$ cat src/include/fetch_params.svh
`ifndef FETCH_PARAMS_SVH
`define FETCH_PARAMS_SVH

//////////////////////////////////////////////////
// build-time fetch configuration
//////////////////////////////////////////////////

// first pc after reset, must sit on a line boundary
`define FETCH_RESET_VECTOR 64'h0000_0000_0000_0100

// number of icache lines, power of two
`define ICACHE_SETS 32

// byte address width of the fetch path
`define FETCH_ADDR_BITS 64

// byte offset bits inside one 64-bit line
`define ICACHE_OFFSET_BITS 3

`endif

$ cat src/hw/fetch_pkg.sv
`default_nettype none

`include "fetch_params.svh"

package fetch_pkg;

	//////////////////////////////////////////////////
	// widths with a meaning
	//////////////////////////////////////////////////

	typedef logic [`FETCH_ADDR_BITS-1:0] addr_t;	// byte address
	typedef logic [31:0] inst_t;	// one alpha instruction
	typedef logic [63:0] line_t;	// two instructions, lower address in low half
	typedef logic [5:0] opcode_t;	// major opcode field, bits 31:26
	typedef logic [20:0] disp_t;	// branch displacement in words

	//////////////////////////////////////////////////
	// fetch packet
	//////////////////////////////////////////////////

	typedef struct packed {
		logic valid;	// slot carries an instruction
		addr_t pc;	// address the instruction came from
		inst_t inst;
	} fetch_slot_t;

	// slot0 is always the older instruction
	typedef struct packed {
		fetch_slot_t slot1;
		fetch_slot_t slot0;
	} fetch_packet_t;

	// unconditional branch info for both halves of the line
	typedef struct packed {
		logic jump0;	// low word is br or bsr
		logic jump1;	// high word is br or bsr
		addr_t target0;
		addr_t target1;
	} predecode_t;

	// icache refill fsm
	typedef enum logic [1:0] {
		REFILL_IDLE,
		REFILL_REQUEST,
		REFILL_WAIT_FILL
	} refill_state_t;

endpackage

`default_nettype wire

$ cat src/hw/fetch_stage.sv
`timescale 1ns/1ps
`default_nettype none

`include "fetch_params.svh"

module fetch_stage (
	input wire logic clock,
	input wire logic reset,
	input wire logic stall,	// merged backend stall
	input wire logic redirect,	// one-cycle strobe from backend
	input wire fetch_pkg::addr_t redirect_pc,
	input wire logic hit,	// icache hit for fetch_pc, same cycle
	input wire fetch_pkg::line_t line,	// line read at fetch_pc
	input wire fetch_pkg::predecode_t predecode,
	output fetch_pkg::addr_t fetch_pc,
	output fetch_pkg::fetch_packet_t packet
);
	import fetch_pkg::*;

	addr_t pc;	// current fetch address
	addr_t next_pc;
	fetch_packet_t next_packet;
	logic fetch_fire;	// a fetch cycle happens this cycle
	inst_t low_inst;	// word at line offset 0
	inst_t high_inst;	// word at line offset 4

	assign fetch_pc = pc;
	assign low_inst = line[31:0];
	assign high_inst = line[63:32];

	// only fetch when the line is there and the backend has room
	assign fetch_fire = hit && !stall && !redirect;

	//////////////////////////////////////////////////
	// next pc and packet selection
	//////////////////////////////////////////////////

	always_comb
	begin
		next_pc = pc;	// hold by default (miss or stall)
		next_packet = '0;	// no slot unless a fetch fires

		if (redirect)
		begin
			// redirect wins over everything, packet stays empty
			next_pc = redirect_pc;
		end
		else if (fetch_fire)
		begin
			if (!pc[2])
			begin
				// aligned pc, both words are candidates
				next_packet.slot0.valid = 1'b1;
				next_packet.slot0.pc = pc;
				next_packet.slot0.inst = low_inst;
				if (predecode.jump0)
				begin
					// taken jump in slot0 kills slot1
					next_pc = predecode.target0;
				end
				else
				begin
					next_packet.slot1.valid = 1'b1;
					next_packet.slot1.pc = pc + addr_t'(4);
					next_packet.slot1.inst = high_inst;
					if (predecode.jump1)
						next_pc = predecode.target1;	// jump in slot1, both slots kept
					else
						next_pc = pc + addr_t'(8);	// straight line
				end
			end
			else
			begin
				// odd word, only the high half is ours
				next_packet.slot0.valid = 1'b1;
				next_packet.slot0.pc = pc;
				next_packet.slot0.inst = high_inst;
				if (predecode.jump1)
					next_pc = predecode.target1;
				else
					next_pc = pc + addr_t'(4);	// lands on the next line
			end
		end
	end

	//////////////////////////////////////////////////
	// pc and packet registers
	//////////////////////////////////////////////////

	always_ff @(posedge clock)
	begin
		if (reset)
		begin
			pc <= `FETCH_RESET_VECTOR;
			packet.slot0.valid <= 1'b0;	// no packet out of reset
			packet.slot1.valid <= 1'b0;
		end
		else
		begin
			pc <= next_pc;
			packet <= next_packet;	// one-cycle packet, no hold on stall
		end
	end

endmodule

`default_nettype wire

$ cat src/hw/icache.sv
`timescale 1ns/1ps
`default_nettype none

`include "fetch_params.svh"

module icache (
	input wire logic clock,
	input wire logic reset,
	input wire fetch_pkg::addr_t fetch_pc,	// lookup address from fetch
	input wire logic mem_response,	// fill strobe from memory
	input wire fetch_pkg::line_t mem_line,	// fill data, valid with mem_response
	output logic hit,
	output fetch_pkg::line_t line,
	output logic mem_request,	// one-cycle refill strobe
	output fetch_pkg::addr_t mem_addr	// line aligned refill address
);
	import fetch_pkg::*;

	localparam int OFFSET_BITS = `ICACHE_OFFSET_BITS;
	localparam int INDEX_BITS = $clog2(`ICACHE_SETS);
	localparam int TAG_BITS = `FETCH_ADDR_BITS - INDEX_BITS - OFFSET_BITS;
	localparam int LINE_ADDR_BITS = `FETCH_ADDR_BITS - OFFSET_BITS;

	typedef logic [INDEX_BITS-1:0] index_t;	// set select
	typedef logic [TAG_BITS-1:0] tag_t;	// upper address bits kept per line
	typedef logic [LINE_ADDR_BITS-1:0] line_addr_t;	// address without byte offset

	//////////////////////////////////////////////////
	// storage
	//////////////////////////////////////////////////

	line_t data_array [`ICACHE_SETS];
	tag_t tag_array [`ICACHE_SETS];
	logic [`ICACHE_SETS-1:0] valid_array;	// one valid bit per line

	refill_state_t state;
	line_addr_t miss_line_addr;	// latched when the miss is taken

	index_t lookup_index;
	tag_t lookup_tag;
	index_t fill_index;
	tag_t fill_tag;
	logic fill_write;	// line write this cycle

	//////////////////////////////////////////////////
	// lookup, combinational
	//////////////////////////////////////////////////

	assign lookup_index = fetch_pc[OFFSET_BITS +: INDEX_BITS];
	assign lookup_tag = fetch_pc[`FETCH_ADDR_BITS-1 -: TAG_BITS];

	assign line = data_array[lookup_index];
	assign hit = valid_array[lookup_index] && (tag_array[lookup_index] == lookup_tag);

	// refill side always works from the latched miss address
	assign fill_index = miss_line_addr[INDEX_BITS-1:0];
	assign fill_tag = miss_line_addr[LINE_ADDR_BITS-1 -: TAG_BITS];
	assign fill_write = (state == REFILL_WAIT_FILL) && mem_response;

	assign mem_addr = {miss_line_addr, {OFFSET_BITS{1'b0}}};	// aligned by construction
	assign mem_request = (state == REFILL_REQUEST);	// request state lasts one cycle

	//////////////////////////////////////////////////
	// refill fsm
	//////////////////////////////////////////////////

	always_ff @(posedge clock)
	begin
		if (reset)
			state <= REFILL_IDLE;
		else
		begin
			case (state)
				REFILL_IDLE:
				begin
					if (!hit)
						state <= REFILL_REQUEST;	// strobe goes out next cycle
				end
				REFILL_REQUEST:
				begin
					state <= REFILL_WAIT_FILL;
				end
				REFILL_WAIT_FILL:
				begin
					// finishes even if fetch was redirected meanwhile
					if (mem_response)
						state <= REFILL_IDLE;
				end
				default:
				begin
					state <= REFILL_IDLE;
				end
			endcase
		end
	end

	// capture the missing line address as the fsm leaves idle
	always_ff @(posedge clock)
	begin
		if ((state == REFILL_IDLE) && !hit)
			miss_line_addr <= fetch_pc[`FETCH_ADDR_BITS-1:OFFSET_BITS];
	end

	//////////////////////////////////////////////////
	// line fill
	//////////////////////////////////////////////////

	always_ff @(posedge clock)
	begin
		if (reset)
			valid_array <= '0;	// cache starts empty
		else if (fill_write)
			valid_array[fill_index] <= 1'b1;
	end

	always_ff @(posedge clock)
	begin
		if (fill_write)
		begin
			data_array[fill_index] <= mem_line;
			tag_array[fill_index] <= fill_tag;
		end
	end

endmodule

`default_nettype wire

$ cat src/hw/branch_predecode.sv
`timescale 1ns/1ps
`default_nettype none

`include "fetch_params.svh"

module branch_predecode (
	input wire fetch_pkg::addr_t fetch_pc,	// current fetch address
	input wire fetch_pkg::line_t line,	// line read at fetch_pc
	output fetch_pkg::predecode_t predecode
);
	import fetch_pkg::*;

	localparam opcode_t OPCODE_BR = 6'h30;	// alpha br
	localparam opcode_t OPCODE_BSR = 6'h34;	// alpha bsr

	addr_t line_pc;	// address of the low word
	addr_t high_pc;	// address of the high word
	inst_t low_inst;
	inst_t high_inst;

	//////////////////////////////////////////////////
	// helpers
	//////////////////////////////////////////////////

	// br and bsr share the branch format
	function automatic logic is_uncond_jump(input inst_t inst);
		opcode_t opcode;
		opcode = inst[31:26];
		return (opcode == OPCODE_BR) || (opcode == OPCODE_BSR);
	endfunction

	// target is slot pc + 4 + 4 * sign extended displacement
	function automatic addr_t jump_target(input addr_t slot_pc, input inst_t inst);
		disp_t disp;
		addr_t offset;
		disp = inst[20:0];
		offset = {{(`FETCH_ADDR_BITS-23){disp[20]}}, disp, 2'b00};
		return slot_pc + addr_t'(4) + offset;
	endfunction

	//////////////////////////////////////////////////
	// decode both halves
	//////////////////////////////////////////////////

	assign line_pc = {fetch_pc[`FETCH_ADDR_BITS-1:3], 3'b000};	// drop word and byte offset
	assign high_pc = line_pc + addr_t'(4);
	assign low_inst = line[31:0];
	assign high_inst = line[63:32];

	assign predecode.jump0 = is_uncond_jump(low_inst);
	assign predecode.jump1 = is_uncond_jump(high_inst);
	assign predecode.target0 = jump_target(line_pc, low_inst);
	assign predecode.target1 = jump_target(high_pc, high_inst);	// also used for odd pc

endmodule

`default_nettype wire

$ cat src/hw/fetch_unit.sv
`timescale 1ns/1ps
`default_nettype none

`include "fetch_params.svh"

module fetch_unit (
	input wire logic clock,
	input wire logic reset,
	input wire logic stall,	// backend cannot take a packet
	input wire logic redirect,	// backend restarts fetch
	input wire fetch_pkg::addr_t redirect_pc,
	input wire logic mem_response,
	input wire fetch_pkg::line_t mem_line,
	output logic mem_request,
	output fetch_pkg::addr_t mem_addr,
	output fetch_pkg::fetch_packet_t packet
);
	import fetch_pkg::*;

	//////////////////////////////////////////////////
	// internal nets
	//////////////////////////////////////////////////

	addr_t fetch_pc;	// pc from fetch_stage to icache and predecode
	logic hit;
	line_t line;	// icache read data
	predecode_t predecode;	// jump info back to fetch_stage

	fetch_stage fetch_stage_i (
		.clock (clock),
		.reset (reset),
		.stall (stall),
		.redirect (redirect),
		.redirect_pc (redirect_pc),
		.hit (hit),
		.line (line),
		.predecode (predecode),
		.fetch_pc (fetch_pc),
		.packet (packet)
	);

	icache icache_i (
		.clock (clock),
		.reset (reset),
		.fetch_pc (fetch_pc),
		.mem_response (mem_response),
		.mem_line (mem_line),
		.hit (hit),
		.line (line),
		.mem_request (mem_request),
		.mem_addr (mem_addr)
	);

	// purely combinational, same cycle as the lookup
	branch_predecode branch_predecode_i (
		.fetch_pc (fetch_pc),
		.line (line),
		.predecode (predecode)
	);

endmodule

`default_nettype wire

$ cat config.mk
export PLATFORM = sky130hd
export DESIGN_NAME = fetch_unit
export DESIGN_NICKNAME = d
export VERILOG_FILES = /design/src/hw/fetch_pkg.sv /design/src/hw/fetch_stage.sv /design/src/hw/icache.sv /design/src/hw/branch_predecode.sv /design/src/hw/fetch_unit.sv
export VERILOG_INCLUDE_DIRS = /design/src /design/src/include
export SDC_FILE = /design/constraint.sdc
export NUM_CORES = 2
export LEC_CHECK = 0
export BUFFER_PORTS_ARGS = -buffer_cell sky130_fd_sc_hd__buf_2
export CAP_MARGIN = 15
export CORE_MARGIN = 2
export CORE_UTILIZATION = 40
export CTS_BUF_LIST = sky130_fd_sc_hd__clkbuf_4
export CTS_CLUSTER_SIZE = 8
export DETAILED_ROUTE_END_ITERATION = 8
export MAX_ROUTING_LAYER = met4
export PLACE_DENSITY_LB_ADDON = 0.05
export SLEW_MARGIN = 20
export SYNTH_ARGS = -nofsm -noshare
export SYNTH_HDL_FRONTEND = slang
export SYNTH_SLANG_ARGS = --single-unit
$ cat constraint.sdc
create_clock -name clock -period 9.8 [get_ports clock]
set_clock_uncertainty 0.1 [all_clocks]
set_input_delay 0.49 -clock clock [delete_from_list [all_inputs] [get_ports clock]]
set_output_delay 0.49 -clock clock [all_outputs]
set_load 0.03 [all_outputs]
==> flow_summary.toml <==
[outcome]
status = "complete, no violations"

[route]
drt-pass1-iter-count = 6
detail_route.wl_per_cell_um = 36.1
finalWirelength_um = 624000
post-route-drc-count = 0
antenna_left = 0
routed_via_density = 5.82
dr.first_iter.drc_count = 11069
routed-via-count = 100337

[global_route]
grt_remaining_overflow = 0
grtUsageTotal = 0.296
number_of_global_route_vias_before_repair = 103425
number_of_antenna_violations_at_the_first_check_in_global_routing = 62
grt_first_pass_wirelength_um = 847000
maximum_number_of_pins_on_one_net_before_global_route_repair = 114

[place]
placed_cells = 14828
pre_cts_ws_ps = 1970
routabilityCongestion = 0.940
dp.final_hpwl_um = 360000
numPortBuffers = 388
placement.cell_area_sq_um = 181000

[die]
initial_utilization = 0.401
fp-row-count = 240
floorplan.die_area_sq_um = 433000
die_height_um = 658
die_width_um = 658
design.core.area_sq_um = 426000
pin_count = 392

[clock_network]
cts_tree = "built"
cts_root_buf = "clkbuf_4"
cts_made_buffers = 1203
tritoncts_num_sinks = 4198
clock_edge_transition_at_the_registers_on_the_reported_setup_and_hold_paths_ps = 70
cts.htree.levels = 7
cts-hold-fix-buffers = 387
postCtsResizedCells = 0
clock_tree.buffer_depth = 5
post-cts-setup-buffer-count = 0
worstSkewPairLatency_ps = 1780

[setup_path]
timing.critical_path.to_type = "register"
worst-r2r-cell-count = 22
rrSetupSlack_ps = 1220
timing_worst_setup_path_type = "reg -> reg"
critPathMaxStageDelay_ps = 1060
r2r-end = "fetch_stage_i.fetch_pc[63]$_SDFFE_PP0N_"
worstPathMaxFanout = 64
worstSetupStartpointType = "register"
cp.arrival_ps = 9950
endpoint = "fetch_stage_i.fetch_pc[63]$_SDFFE_PP0N_"
cp_cell_sequence = "buf_16, buf_12, mux4_2, mux4_2, mux2i_1, buf_4, inv_1, ha_1, ha_1, o211ai_1, o211ai_1, a22oi_1, o311ai_0, a2111o_1, nand3_1, a21o_1, o311ai_0, a31oi_1, a221oi_1, nor4bb_1, o221a_2, dlygate4sd3_1"
cp_data_required_time_ps = 11170
crit_slowest_cell = "o311ai_0"

[sta]
tightest_slew_ps = 1220
timing.fmax_mhz = 117
final_min_period_over_clock_period = 0.875
fin_crit_ps = 8580
finalHoldViolCount = 0
slew_viol_final = 0
relative_max_transition_margin = 0.176
final_critical_path_setup_slack_ps = 1220
report.final.setup_viol = 0
fin_tns_setup_ps = 0
rsz0062_at_grt = "false"

[hold_path]
hold_class = "in -> reg"

[synth]
syn-mean-instance-area_sq_um = 19.2
ys_warn_count = 0
synth.top_cells.by_area = "edfxtp_1 72%, mux4_2 12%, mux2i_1 2.0%"
mappedNetlistArea_sq_um = 171000
post_synth_edffs = 4093
synth.yosys.seq_area_share = 0.731
synthesized_flop_and_latch_total = 4198
synthMostInstantiatedCell = "edfxtp_1"
async_flop_share = 0
synthFlopType = "edfxtp_1"
synthDistinctLibCells = 90
number_of_standard_cells_after_synthesis = 8911
fraction_of_synthesized_cell_area_taken_by_the_top_area_cell_type = 0.719
cell_types_with_the_highest_counts_after_synthesis = "4,093 x edfxtp_1, 946 x mux4_2, 366 x nand2_1, 345 x mux2i_1, 329 x nor2_1"
synthDominantAreaCellType = "edfxtp_1"

[power]
power-per-cell-area_nw_per_um2 = 200
power_leakage_nw = 66.8
peakVddDrop_v = 0.000113

[layout]
count_of_non_filler_cells_in_the_finished_layout = 17250
finish.instance_area_sq_um = 200000
area_growth_syn_to_layout_pct = 17.0
fin_nets = 11072
drive_gt1_frac = 0.318
final_util = 0.469

[job]
max_cap_viol_count = 0
==> kinds of logic after synthesis <==
group / count (synthesis) / share of synthesized area
xor gates and xnor gates: 258 / 0.0132
buffers and inverters: 600 / 0.0169
DFF: 4198 / 0.731
muxes: 1299 / 0.145
AOI/OAI and AO/OA: 1034 / 0.0411
and+or+nand+nor: 1338 / 0.0386
adders and majority gates: 183 / 0.0135
other: 1 / 0.0000219
==> layout make-up <==
cell class	count	area (sq um)
clock buffers	1755	13200
flip-flops and latches	4198	125000
clock inverters	210	1250
diodes	47	118
repair buffers	1166	9600
inverters	72	293
fillers	37055	226000
well taps	5687	7120
multi-input cells	4115	43400
==> through the flow <==
stage / total power, W / hold slack [ps]
floorplan: 0.0227 / 306
global placement: 0.0244 / 343
detailed placement: 0.0244 / 357
CTS: 0.0404 / 102
global route: 0.0416 / 227
finish: 0.0400 / 366
==> critical path, delay by kind of cell, from the launching register on <==
kind	cells	cell delay [ps]
compound gates	10	3320
buf+inv	5	1760
mux	3	1360
flops	1	790
fa+ha+maj	2	690
simple gates	2	290
==> worst min path at each step <==
stage / from / to / slack (ps) / depth (start not counted)
global route: reset / icache_i.valid_array[7]$_SDFFE_PP0P_ / 230 / 5
global placement: icache_i.valid_array[5]$_SDFFE_PP0P_ / icache_i.valid_array[5]$_SDFFE_PP0P_ / 340 / 2
CTS: redirect_pc[32] / fetch_stage_i.fetch_pc[32]$_SDFFE_PP0N_ / 100 / 5
finish: mem_line[30] / icache_i.data_array[2][30]$_DFFE_PP_ / 370 / 4
floorplan: fetch_stage_i.fetch_pc[63]$_SDFFE_PP0N_ / icache_i.miss_line_addr[60]$_DFFE_PP_ / 310 / 0
detailed placement: icache_i.valid_array[5]$_SDFFE_PP0P_ / icache_i.valid_array[5]$_SDFFE_PP0P_ / 360 / 2
==> sequential cells by signal (all words and copies together), names as in the netlist, named ones only <==
register	cells
icache_i.miss_line_addr	61
icache_i.data_array	2048
fetch_stage_i.packet	194
fetch_stage_i.fetch_pc	64
icache_i.tag_array	1792
icache_i.valid_array	32
icache_i.state	2
==> power breakdown <==
group          leakage [nW]  internal [W]  switching, W
Combinational          20.1       0.00134       0.00268
Sequential             38.0        0.0200      0.000171
Clock                  8.73       0.00854       0.00727
==> cells in the final DEF, fill, tap and decap left out, drive strengths merged, types with 78 or more instances in the layout <==
cell type and n:
a21oi 223, edfxtp 4093, mux4 946, nor2 330
a22oi 177, xnor2 141, nand2 367, o21ai 128
clkinv 161, inv 103, nand4 78, ha 181
clkbuf 1755, xor2 117, dlygate4sd3 386, and2 90
nand3 145, buf 780, o22ai 82, dfxtp 105
mux2i 345
==> layer usage <==
metal  vias to the layer above  part of all wire  track usage  routed length, um
li1                      41107                 -            -                  -
met1                     53913              0.40        0.364             247000
met2                      4375              0.50        0.489             314000
met3                       942             0.064       0.0566              39900
met4                         0             0.036        0.110              22200
met5                         -                 0            -                  0
(Power assumes the default switching activity.)
